===== config.mk =====
export PLATFORM = sky130hd
export DESIGN_NAME = gat_top
export DESIGN_NICKNAME = d
export VERILOG_FILES = /design/src/gat_pkg.sv /design/src/gat_top.sv /design/src/wh_mac.sv /design/src/wh_ctrl.sv /design/src/gat_bram.sv
export SDC_FILE = /design/constraint.sdc
export NUM_CORES = 2
export LEC_CHECK = 0
export BUFFER_PORTS_ARGS = -buffer_cell sky130_fd_sc_hd__buf_4
export CAP_MARGIN = 20
export CELL_PAD_IN_SITES_DETAIL_PLACEMENT = 0
export CELL_PAD_IN_SITES_GLOBAL_PLACEMENT = 1
export CORE_MARGIN = 2
export CORE_UTILIZATION = 60
export CTS_BUF_LIST = sky130_fd_sc_hd__clkbuf_8 sky130_fd_sc_hd__clkbuf_16
export CTS_CLUSTER_DIAMETER = 100
export DETAILED_ROUTE_END_ITERATION = 8
export HOLD_SLACK_MARGIN = 0.15
export PLACE_DENSITY = 0.9
export SYNTH_ARGS = -nofsm -noshare
export SYNTH_HDL_FRONTEND = slang
export SYNTH_HIERARCHICAL = 1
export SYNTH_SLANG_ARGS = --single-unit

===== constraint.sdc =====
create_clock -name clk -period 16.3 [get_ports clk]
set_input_delay 2.445 -clock clk [delete_from_list [all_inputs] [get_ports clk]]
set_output_delay 2.445 -clock clk [all_outputs]
set_load 0.01 [all_outputs]

===== src/gat_pkg.sv =====
// WH stage sizes and encodings
`default_nettype none

package gat_pkg;

  // ====================================================================
  // Problem shape
  // ====================================================================
  localparam int DATA_WIDTH        = 8;
  localparam int NUM_FEATURE_IN    = 11;
  localparam int NUM_FEATURE_OUT   = 4;
  localparam int TOTAL_NODES       = 16;
  localparam int H_NUM_SPARSE_DATA = 64;

  // ====================================================================
  // Memory words and addresses
  // ====================================================================
  // H data word is {value, column index}
  localparam int COL_IDX_WIDTH    = $clog2(NUM_FEATURE_IN);
  localparam int H_DATA_WIDTH     = DATA_WIDTH + COL_IDX_WIDTH;
  localparam int H_DATA_ADDR_W    = $clog2(H_NUM_SPARSE_DATA);

  // A full row holds NUM_FEATURE_IN entries
  localparam int ROW_LEN_WIDTH    = $clog2(NUM_FEATURE_IN + 1);
  localparam int NODE_INFO_ADDR_W = $clog2(TOTAL_NODES);

  // Lane 0 sits in the low bits of W and WH rows
  localparam int WGT_ROW_WIDTH    = DATA_WIDTH * NUM_FEATURE_OUT;
  localparam int WH_DATA_WIDTH    = 20;
  localparam int WH_WIDTH         = WH_DATA_WIDTH * NUM_FEATURE_OUT;

  localparam logic [NODE_INFO_ADDR_W-1:0] LAST_NODE = NODE_INFO_ADDR_W'(TOTAL_NODES - 1);

  // ====================================================================
  // Controller FSM
  // ====================================================================
  localparam int STATE_WIDTH = 3;

  localparam logic [STATE_WIDTH-1:0] ST_IDLE     = 3'd0;
  localparam logic [STATE_WIDTH-1:0] ST_READ_LEN = 3'd1;
  localparam logic [STATE_WIDTH-1:0] ST_STREAM   = 3'd2;
  localparam logic [STATE_WIDTH-1:0] ST_DRAIN    = 3'd3;
  localparam logic [STATE_WIDTH-1:0] ST_DONE     = 3'd4;

endpackage

`default_nettype wire

===== src/gat_top.sv =====
// WH core top level
`default_nettype none
`timescale 1ns/10ps

module gat_top (
  input  logic                                clk,
  input  logic                                reset,

  input  logic [gat_pkg::H_DATA_WIDTH-1:0]     h_data_bram_din,
  input  logic                                h_data_bram_wea,
  input  logic [gat_pkg::H_DATA_ADDR_W-1:0]    h_data_bram_addra,

  input  logic [gat_pkg::ROW_LEN_WIDTH-1:0]    h_node_info_bram_din,
  input  logic                                h_node_info_bram_wea,
  input  logic [gat_pkg::NODE_INFO_ADDR_W-1:0] h_node_info_bram_addra,

  input  logic [gat_pkg::WGT_ROW_WIDTH-1:0]    wgt_bram_din,
  input  logic                                wgt_bram_wea,
  input  logic [gat_pkg::COL_IDX_WIDTH-1:0]    wgt_bram_addra,

  input  logic                                h_data_bram_load_done,
  input  logic                                h_node_info_bram_load_done,
  input  logic                                wgt_bram_load_done,

  input  logic [gat_pkg::NODE_INFO_ADDR_W-1:0] feat_bram_addrb,
  output logic [gat_pkg::WH_WIDTH-1:0]         feat_bram_dout,
  output logic                                gat_ready
);

  logic [gat_pkg::H_DATA_ADDR_W-1:0]    h_data_bram_addrb;
  logic [gat_pkg::H_DATA_WIDTH-1:0]     h_data_bram_dout;
  logic [gat_pkg::DATA_WIDTH-1:0]       h_value;
  logic [gat_pkg::COL_IDX_WIDTH-1:0]    h_col_idx;
  logic [gat_pkg::NODE_INFO_ADDR_W-1:0] node_info_bram_addrb;
  logic [gat_pkg::ROW_LEN_WIDTH-1:0]    row_len;
  logic [gat_pkg::COL_IDX_WIDTH-1:0]    wgt_bram_addrb;
  logic [gat_pkg::WGT_ROW_WIDTH-1:0]    wgt_row;
  logic                                 row_clear;
  logic                                 mac_valid;
  logic                                 feat_wea;
  logic [gat_pkg::NODE_INFO_ADDR_W-1:0] feat_addra;
  logic [gat_pkg::WH_WIDTH-1:0]         wh_row;

  // Value above column index
  assign h_value   = h_data_bram_dout[gat_pkg::H_DATA_WIDTH-1 -: gat_pkg::DATA_WIDTH];
  assign h_col_idx = h_data_bram_dout[gat_pkg::COL_IDX_WIDTH-1:0];

  // ====================================================================
  // Memories
  // ====================================================================
  gat_bram #(
    .data_width (gat_pkg::H_DATA_WIDTH),
    .addr_width (gat_pkg::H_DATA_ADDR_W)
  ) h_data_bram (
    .clk   (clk),
    .wea   (h_data_bram_wea),
    .addra (h_data_bram_addra),
    .din   (h_data_bram_din),
    .addrb (h_data_bram_addrb),
    .doutb (h_data_bram_dout)
  );

  gat_bram #(
    .data_width (gat_pkg::ROW_LEN_WIDTH),
    .addr_width (gat_pkg::NODE_INFO_ADDR_W)
  ) node_info_bram (
    .clk   (clk),
    .wea   (h_node_info_bram_wea),
    .addra (h_node_info_bram_addra),
    .din   (h_node_info_bram_din),
    .addrb (node_info_bram_addrb),
    .doutb (row_len)
  );

  gat_bram #(
    .data_width (gat_pkg::WGT_ROW_WIDTH),
    .addr_width (gat_pkg::COL_IDX_WIDTH)
  ) wgt_bram (
    .clk   (clk),
    .wea   (wgt_bram_wea),
    .addra (wgt_bram_addra),
    .din   (wgt_bram_din),
    .addrb (wgt_bram_addrb),
    .doutb (wgt_row)
  );

  // One WH row per node
  gat_bram #(
    .data_width (gat_pkg::WH_WIDTH),
    .addr_width (gat_pkg::NODE_INFO_ADDR_W)
  ) feat_bram (
    .clk   (clk),
    .wea   (feat_wea),
    .addra (feat_addra),
    .din   (wh_row),
    .addrb (feat_bram_addrb),
    .doutb (feat_bram_dout)
  );

  // ====================================================================
  // Control and datapath
  // ====================================================================
  wh_ctrl u_wh_ctrl (
    .clk                        (clk),
    .reset                      (reset),
    .h_data_bram_load_done      (h_data_bram_load_done),
    .h_node_info_bram_load_done (h_node_info_bram_load_done),
    .wgt_bram_load_done         (wgt_bram_load_done),
    .h_data_bram_addrb          (h_data_bram_addrb),
    .h_col_idx                  (h_col_idx),
    .node_info_bram_addrb       (node_info_bram_addrb),
    .row_len                    (row_len),
    .wgt_bram_addrb             (wgt_bram_addrb),
    .row_clear                  (row_clear),
    .mac_valid                  (mac_valid),
    .feat_wea                   (feat_wea),
    .feat_addra                 (feat_addra),
    .gat_ready                  (gat_ready)
  );

  wh_mac u_wh_mac (
    .clk       (clk),
    .reset     (reset),
    .row_clear (row_clear),
    .mac_valid (mac_valid),
    .h_value   (h_value),
    .wgt_row   (wgt_row),
    .wh_row    (wh_row)
  );

endmodule

`default_nettype wire


===== src/wh_mac.sv =====
// Four-lane WH multiply-accumulate
`default_nettype none
`timescale 1ns/10ps

module wh_mac (
  input  logic                              clk,
  input  logic                              reset,
  input  logic                              row_clear,
  input  logic                              mac_valid,
  input  logic [gat_pkg::DATA_WIDTH-1:0]    h_value,
  input  logic [gat_pkg::WGT_ROW_WIDTH-1:0] wgt_row,
  output logic [gat_pkg::WH_WIDTH-1:0]      wh_row
);

  // Value arrives one cycle ahead of its weight row
  logic signed [gat_pkg::DATA_WIDTH-1:0] h_value_q;

  always_ff @(posedge clk) begin
    h_value_q <= h_value;
  end

  // ====================================================================
  // Lanes
  // ====================================================================
  for (genvar i = 0; i < gat_pkg::NUM_FEATURE_OUT; i++) begin : g_lane
    logic signed [gat_pkg::DATA_WIDTH-1:0]      wgt;
    logic signed [2*gat_pkg::DATA_WIDTH-1:0]    prod;
    logic signed [gat_pkg::WH_DATA_WIDTH-1:0]   prod_ext;
    logic signed [gat_pkg::WH_DATA_WIDTH-1:0]   acc;
    logic signed [gat_pkg::WH_DATA_WIDTH-1:0]   sum;

    assign wgt  = wgt_row[i*gat_pkg::DATA_WIDTH +: gat_pkg::DATA_WIDTH];
    assign prod = h_value_q * wgt;

    // sign extend to lane width
    assign prod_ext = {
      {(gat_pkg::WH_DATA_WIDTH - 2*gat_pkg::DATA_WIDTH){prod[2*gat_pkg::DATA_WIDTH-1]}},
      prod
    };
    assign sum = acc + prod_ext;

    always_ff @(posedge clk) begin
      if (reset) begin
        acc <= '0;
      end else if (row_clear) begin
        acc <= '0;
      end else if (mac_valid) begin
        acc <= sum;
      end
    end

    // Last product is folded in on the write cycle
    assign wh_row[i*gat_pkg::WH_DATA_WIDTH +: gat_pkg::WH_DATA_WIDTH] = mac_valid ? sum : acc;
  end

  // Clear only between rows, never with a product in flight
  a_clear_not_during_mac: assert property (
    @(posedge clk) disable iff (reset) !(row_clear && mac_valid)
  );

endmodule

`default_nettype wire


===== src/wh_ctrl.sv =====
// WH node walker
`default_nettype none
`timescale 1ns/10ps

module wh_ctrl (
  input  logic                                clk,
  input  logic                                reset,
  input  logic                                h_data_bram_load_done,
  input  logic                                h_node_info_bram_load_done,
  input  logic                                wgt_bram_load_done,
  output logic [gat_pkg::H_DATA_ADDR_W-1:0]    h_data_bram_addrb,
  input  logic [gat_pkg::COL_IDX_WIDTH-1:0]    h_col_idx,
  output logic [gat_pkg::NODE_INFO_ADDR_W-1:0] node_info_bram_addrb,
  input  logic [gat_pkg::ROW_LEN_WIDTH-1:0]    row_len,
  output logic [gat_pkg::COL_IDX_WIDTH-1:0]    wgt_bram_addrb,
  output logic                                row_clear,
  output logic                                mac_valid,
  output logic                                feat_wea,
  output logic [gat_pkg::NODE_INFO_ADDR_W-1:0] feat_addra,
  output logic                                gat_ready
);

  logic [gat_pkg::STATE_WIDTH-1:0]      state;
  logic [gat_pkg::STATE_WIDTH-1:0]      state_next;
  logic [gat_pkg::H_DATA_ADDR_W-1:0]    h_ptr;
  logic                                 h_ptr_moved;
  // Node whose length is on the node memory output
  logic [gat_pkg::NODE_INFO_ADDR_W-1:0] node;
  logic [gat_pkg::NODE_INFO_ADDR_W-1:0] cur_node;
  logic [gat_pkg::ROW_LEN_WIDTH-1:0]    remaining;
  logic                                 all_loaded;
  logic                                 issue;
  logic                                 issue_last;
  logic                                 zero_row;

  // Two-stage delay line matching the memory read latency
  logic                                 d1_valid;
  logic                                 d1_last;
  logic [gat_pkg::NODE_INFO_ADDR_W-1:0] d1_node;
  logic                                 d2_valid;
  logic                                 d2_last;
  logic [gat_pkg::NODE_INFO_ADDR_W-1:0] d2_node;

  assign all_loaded = h_data_bram_load_done && h_node_info_bram_load_done && wgt_bram_load_done;
  assign issue      = (state == gat_pkg::ST_STREAM);
  assign issue_last = issue && (remaining == gat_pkg::ROW_LEN_WIDTH'(1));
  assign zero_row   = (state == gat_pkg::ST_READ_LEN) && (row_len == '0);

  assign h_data_bram_addrb    = h_ptr;
  assign node_info_bram_addrb = node;
  // Column index selects the weight row
  assign wgt_bram_addrb       = h_col_idx;

  assign row_clear  = (state == gat_pkg::ST_READ_LEN);
  assign mac_valid  = d2_valid;
  assign feat_wea   = d2_last;
  assign feat_addra = d2_node;
  assign gat_ready  = (state == gat_pkg::ST_DONE);

  // ====================================================================
  // FSM
  // ====================================================================
  always_comb begin
    state_next = state;
    case (state)
      gat_pkg::ST_IDLE: begin
        if (all_loaded) begin
          state_next = gat_pkg::ST_READ_LEN;
        end
      end
      gat_pkg::ST_READ_LEN: begin
        state_next = zero_row ? gat_pkg::ST_DRAIN : gat_pkg::ST_STREAM;
      end
      gat_pkg::ST_STREAM: begin
        if (issue_last) begin
          state_next = gat_pkg::ST_DRAIN;
        end
      end
      gat_pkg::ST_DRAIN: begin
        // Leave on the row's write cycle
        if (feat_wea) begin
          state_next = (feat_addra == gat_pkg::LAST_NODE) ? gat_pkg::ST_DONE
                                                          : gat_pkg::ST_READ_LEN;
        end
      end
      gat_pkg::ST_DONE: begin
        state_next = gat_pkg::ST_DONE;
      end
      default: begin
        state_next = gat_pkg::ST_IDLE;
      end
    endcase
  end

  always_ff @(posedge clk) begin
    if (reset) begin
      state       <= gat_pkg::ST_IDLE;
      h_ptr       <= '0;
      h_ptr_moved <= 1'b0;
      node        <= '0;
      remaining   <= '0;
      d1_valid    <= 1'b0;
      d1_last     <= 1'b0;
      d2_valid    <= 1'b0;
      d2_last     <= 1'b0;
    end else begin
      state <= state_next;
      if (issue) begin
        h_ptr       <= h_ptr + gat_pkg::H_DATA_ADDR_W'(1);
        h_ptr_moved <= 1'b1;
      end
      // Next node's length is fetched while this one streams
      if (state == gat_pkg::ST_READ_LEN) begin
        node      <= node + gat_pkg::NODE_INFO_ADDR_W'(1);
        remaining <= row_len;
      end else if (issue) begin
        remaining <= remaining - gat_pkg::ROW_LEN_WIDTH'(1);
      end
      d1_valid <= issue;
      d1_last  <= issue_last;
      d2_valid <= d1_valid;
      // Empty row skips ahead so its write lands next cycle
      d2_last  <= d1_last || zero_row;
    end
  end

  always_ff @(posedge clk) begin
    if (state == gat_pkg::ST_READ_LEN) begin
      cur_node <= node;
    end
    d1_node <= cur_node;
    d2_node <= zero_row ? node : d1_node;
  end

  // Once streaming began, the H pointer must not come back around to zero
  a_h_ptr_no_wrap: assert property (
    @(posedge clk) disable iff (reset) issue && h_ptr_moved |-> h_ptr != '0
  );

endmodule

`default_nettype wire


===== src/gat_bram.sv =====
// Simple dual-port memory
`default_nettype none
`timescale 1ns/10ps

module gat_bram #(
  parameter int data_width = 8,
  parameter int addr_width = 4
) (
  input  logic                  clk,
  input  logic                  wea,
  input  logic [addr_width-1:0] addra,
  input  logic [data_width-1:0] din,
  input  logic [addr_width-1:0] addrb,
  output logic [data_width-1:0] doutb
);

  logic [data_width-1:0] mem [0:(1 << addr_width)-1];

  // Read before write on a shared address
  always_ff @(posedge clk) begin
    if (wea) begin
      mem[addra] <= din;
    end
    doutb <= mem[addrb];
  end

  // Host write address must be known
  a_write_in_range: assert property (
    @(posedge clk) wea |-> !$isunknown(addra)
  );

endmodule

`default_nettype wire


==> impl_results.md <==
* Outcome: finished, final reports clean
* Max IR drop VDD at 0.1538 mV
* Syn_area_per_cell at 19.00 µm²
* CTS HTree Levels at 5
* Sequential fraction of the synthesis area at 69.43%
* TritonCTS clock tree: yes
* Vias at 61,930
* Vias in the first global route at 64,990
* Min-Delay Path Class: flip-flop to flip-flop
* Avg WL per Cell at 29.61 µm
* Leakage at 46.36 nW
* Pins Over Slew Limit at 0
* Cell variety after synth at 77
* CP arrival at 7.90 ns
* Reg-to-reg endpoint: feat_bram/mem[12][79]$_DFFE_PP_
* CP dominant cell by count: fa_1
* Die area at 204,800 µm²
* RSZ-0062 raised after global routing: no
* Register clock-pin slew on the reported worst setup and hold paths at 0.06 ns
* Max FO, Critical Path at 24
* Cts bufs inserted at 295
* Post-synth EDFFs at 2,628
* Register area at approximately 84,000 µm²
* Placed Instances at 9,032
* Pwr dens at 139.0 nW/µm²
* Mapped Cells at 6,355
* Layout cells sized above 1 at 21.82%
* Area after DPL at 125,300 µm²
* Clock Latency Late Sink at 0.95 ns
* Crit path from: u_wh_mac/h_value_q[7]$_DFF_P_
* Net Count, Synth at 6,969
* Setup_tns at 0 ns
* Layout area overhead at 11.76%
* FF-to-FF path depth at 17
* Grt ovf at 0
* Max_slew headroom at 26.95%
* Global-route wire length before repair at 421,800 µm
* Finish-stage setup viols at 0
* Ys Warns at 6
* WL final at 283,900 µm
* Crit path required time at about 17 ns
* Layout net count at between 7,000 and 8,000
* Clk sinks at 2,873
* Endpoints failing hold at 0
* Final HPWL DP at between 150,000 and 200,000 µm
* Max incr delay on CP at 0.78 ns
* Critical path type: flip-flop to flip-flop
* Largest net degree at the start of global routing at 94
* Ys flop type: edfxtp_1
* Worst r2r src: u_wh_mac/h_value_q[7]$_DFF_P_
* Clk buf depth at 4
* Initial DRC count at 7,944
* Clock Skew at 0.07217 ns
* Gr usage total at 28.01%
* CP Cell Sequence: buf_4, and2_1, inv_1, fa_1, inv_1, fa_1, fa_1, fa_1, fa_1, ha_1, nand2_1, o31ai_1, o221ai_1, a211oi_1, o22ai_1, mux2i_1, nor2_1
* WP buf/inv at 3
* Multi-input logic area at 34,220 µm²
* Fillers at 12,320
* Post_cts resized at 0
* # hold bufs at CTS at 0
* Biggest area consumer among synthesized cells: edfxtp_1
* Die W at 452.6 µm
* Ranking of synthesized cells by area: edfxtp_1 (65%), mux4_2 (12%), fa_1 (5.8%), dfxtp_1 (4.1%), ha_1 (1.9%)
* Worst-Margin Slew at 1.096 ns
* Final period utilization at 44.96%
* Share of async-settable or async-resettable flops after synthesis at 0%
* Port bufs at 154
* Initial core utilization at roughly three fifths
* Cell area after synthesis at 120,700 µm²
* Max_cap viols at 0
* Vias per cell at ~6.5
* Site Rows at approximately 160
* Post-route ant nets at 0
* GP Congestion at 0.8455
* Post-route cell area at between 100,000 and 150,000 µm²
* Worst setup path endpoint: feat_bram/mem[12][79]$_DFFE_PP_
* Detailed Routing Iterations Pass 1 at 6
* Ports at 155
* Initial antenna violation count at 19
* R2R setup slack at 8.97 ns
* Clk root buf: clkbuf_16
* Setup bufs post-CTS at 0
* Stages on the worst setup path at 17
* Post-synthesis register bit count at 2,873
* Synth top area share at 65.37%
* FMAX at 136.4 MHz
* Placeable Area at roughly 200,000 µm²
* Final Critical Period at about 7.3 ns
* Remaining DRCs at 0
* Worst-path cell with the longest stage delay: nor2_1
* Chip Height at ~450 µm
* Delay-heaviest family, CP: adder cells
* CP Launch Type: flip-flop
* Critical Path Sink Type: flip-flop
* Cell Count, Final, Fillers Out at around 9,600
-- synthesized netlist by cell type (25+ instances only) --
cell type  number
xnor2_1        56
mux4_2        642
and2_1        198
nor2b_1        33
a31oi_1        26
fa_1          352
ha_1          188
nand2_1       290
nand3_1        43
dfxtp_1       245
o21ai_0        57
buf_6          29
nor2_1        199
edfxtp_1     2628
buf_2          41
inv_1         387
buf_1          45
mux2_2         43
nor3_1         30
a21oi_1        69
a22oi_1       240
clkbuf_1      144
a211oi_1       25
o22ai_1        26
nand2b_1       37
mux2i_1        26
buf_4          31
-- cell type report --
class | instances | area share, %
multi-input cells | 2799 | 25.36
repair buffers | 344 | 1.972
clock inverters | 198 | 1.180
clock buffers | 318 | 5.773
diodes | 9 | 0.01669
flip-flops and latches | 2873 | 62.14
inverters | 392 | 1.091
well taps | 2656 | 2.463
-- worst min-delay path by stage --
| stage | startpoint | to | cells after the start |
|---|---|---|---|
| floorplan | h_data_bram/doutb[4]$_DFF_P_ | u_wh_mac/h_value_q[0]$_DFF_P_ | 0 |
| finish | h_data_bram/doutb[4]$_DFF_P_ | u_wh_mac/h_value_q[0]$_DFF_P_ | 0 |
| global placement | h_data_bram/doutb[4]$_DFF_P_ | u_wh_mac/h_value_q[0]$_DFF_P_ | 0 |
| detailed placement | h_data_bram/doutb[4]$_DFF_P_ | u_wh_mac/h_value_q[0]$_DFF_P_ | 0 |
| global route | h_data_bram/doutb[9]$_DFF_P_ | u_wh_mac/h_value_q[5]$_DFF_P_ | 0 |
| CTS | h_data_bram/doutb[4]$_DFF_P_ | u_wh_mac/h_value_q[0]$_DFF_P_ | 0 |
-- metal layers --
metal | GRT usage [%] | vias to the layer above | share of wire [%]
li1 | - | 25470 | -
met1 | 38.73 | 32340 | 37
met2 | 45.82 | 3538 | 50
met3 | 4.941 | 576 | 9.5
met4 | 9.354 | 12 | 3.1
met5 | 0 | - | 0.030
-- stage by stage --
| stage | hold slack [ns] | worst slack [ns] | total power, mW | utilization (%) |
|---|---|---|---|---|
| finish | 0.3269 | 8.971 | 18.75 | 67.51 |
| global route | 0.3326 | 8.606 | 19.57 | 67.50 |
| floorplan | 0.3096 | 9.385 | 11.29 | - |
| global placement | 0.3135 | 9.428 | 12.15 | 62.60 |
| detailed placement | 0.3121 | 9.137 | 12.24 | 62.67 |
| CTS | 0.3257 | 9.039 | 18.81 | 67.37 |
-- cells in the final DEF, fill, tap and decap left out, types with 48 or more instances in the layout --
cell type,n
buf_4,329
edfxtp_1,2628
inv_1,445
mux4_2,642
fa_1,352
clkinv_2,52
dfxtp_1,239
a22oi_1,240
clkinv_1,48
and2_1,197
a21oi_1,69
clkbuf_16,303
nor2_1,172
o21ai_0,56
ha_1,188
nand2_1,290
xnor2_1,56
-- worst reg2reg max path, delay by kind of cell, from the launching register on --
kind	cells	cell delay (ns)
AND/OR/NAND/NOR	3	1.61
AO/OA/AOI/OAI	4	1.36
buffers and inverters	3	0.53
multiplexers	1	0.20
adder cells (fa/ha/maj)	6	2.79
flip-flops	1	0.51
-- report_power, final --
part | switching [mW] | total (mW) | internal, mW | leakage (nW)
Clock | 2.73 | 6.57 | 3.84 | 4.84
Sequential | 0.0755 | 8.26 | 8.19 | 25.7
Combinational | 2.25 | 3.92 | 1.67 | 15.9
-- cell families (layout without fill, tap and decap cells) --
family,count (synthesis),after routing,share of synthesized area [%]
AO/OA/AOI/OAI,566,566,3.290
adder cells (fa/ha/maj),540,540,7.785
AND/OR/NAND/NOR,898,898,3.621
other,0,9,0
multiplexers,725,725,12.90
buffers and inverters,683,1252,2.456
XOR/XNOR,70,70,0.5192
flip-flops,2873,2873,69.43
-- state kept, by name (all words and copies together) (netlist names), 3 cells and up --
name,flops
feat_bram/doutb,80
u_wh_ctrl/feat_addra,4
feat_bram/mem,1280
u_wh_mac/h_value_q,8
u_wh_ctrl/state,3
node_info_bram/doutb,4
h_data_bram/doutb,12
u_wh_ctrl/remaining,4
u_wh_ctrl/d1_node,4
u_wh_mac/g_lane.acc,80
u_wh_ctrl/cur_node,4
wgt_bram/mem,512
wgt_bram/doutb,32
u_wh_ctrl/node_info_bram_addrb,4
node_info_bram/mem,64
u_wh_ctrl/h_data_bram_addrb,6
h_data_bram/mem,768
(Power assumes the default switching activity.)
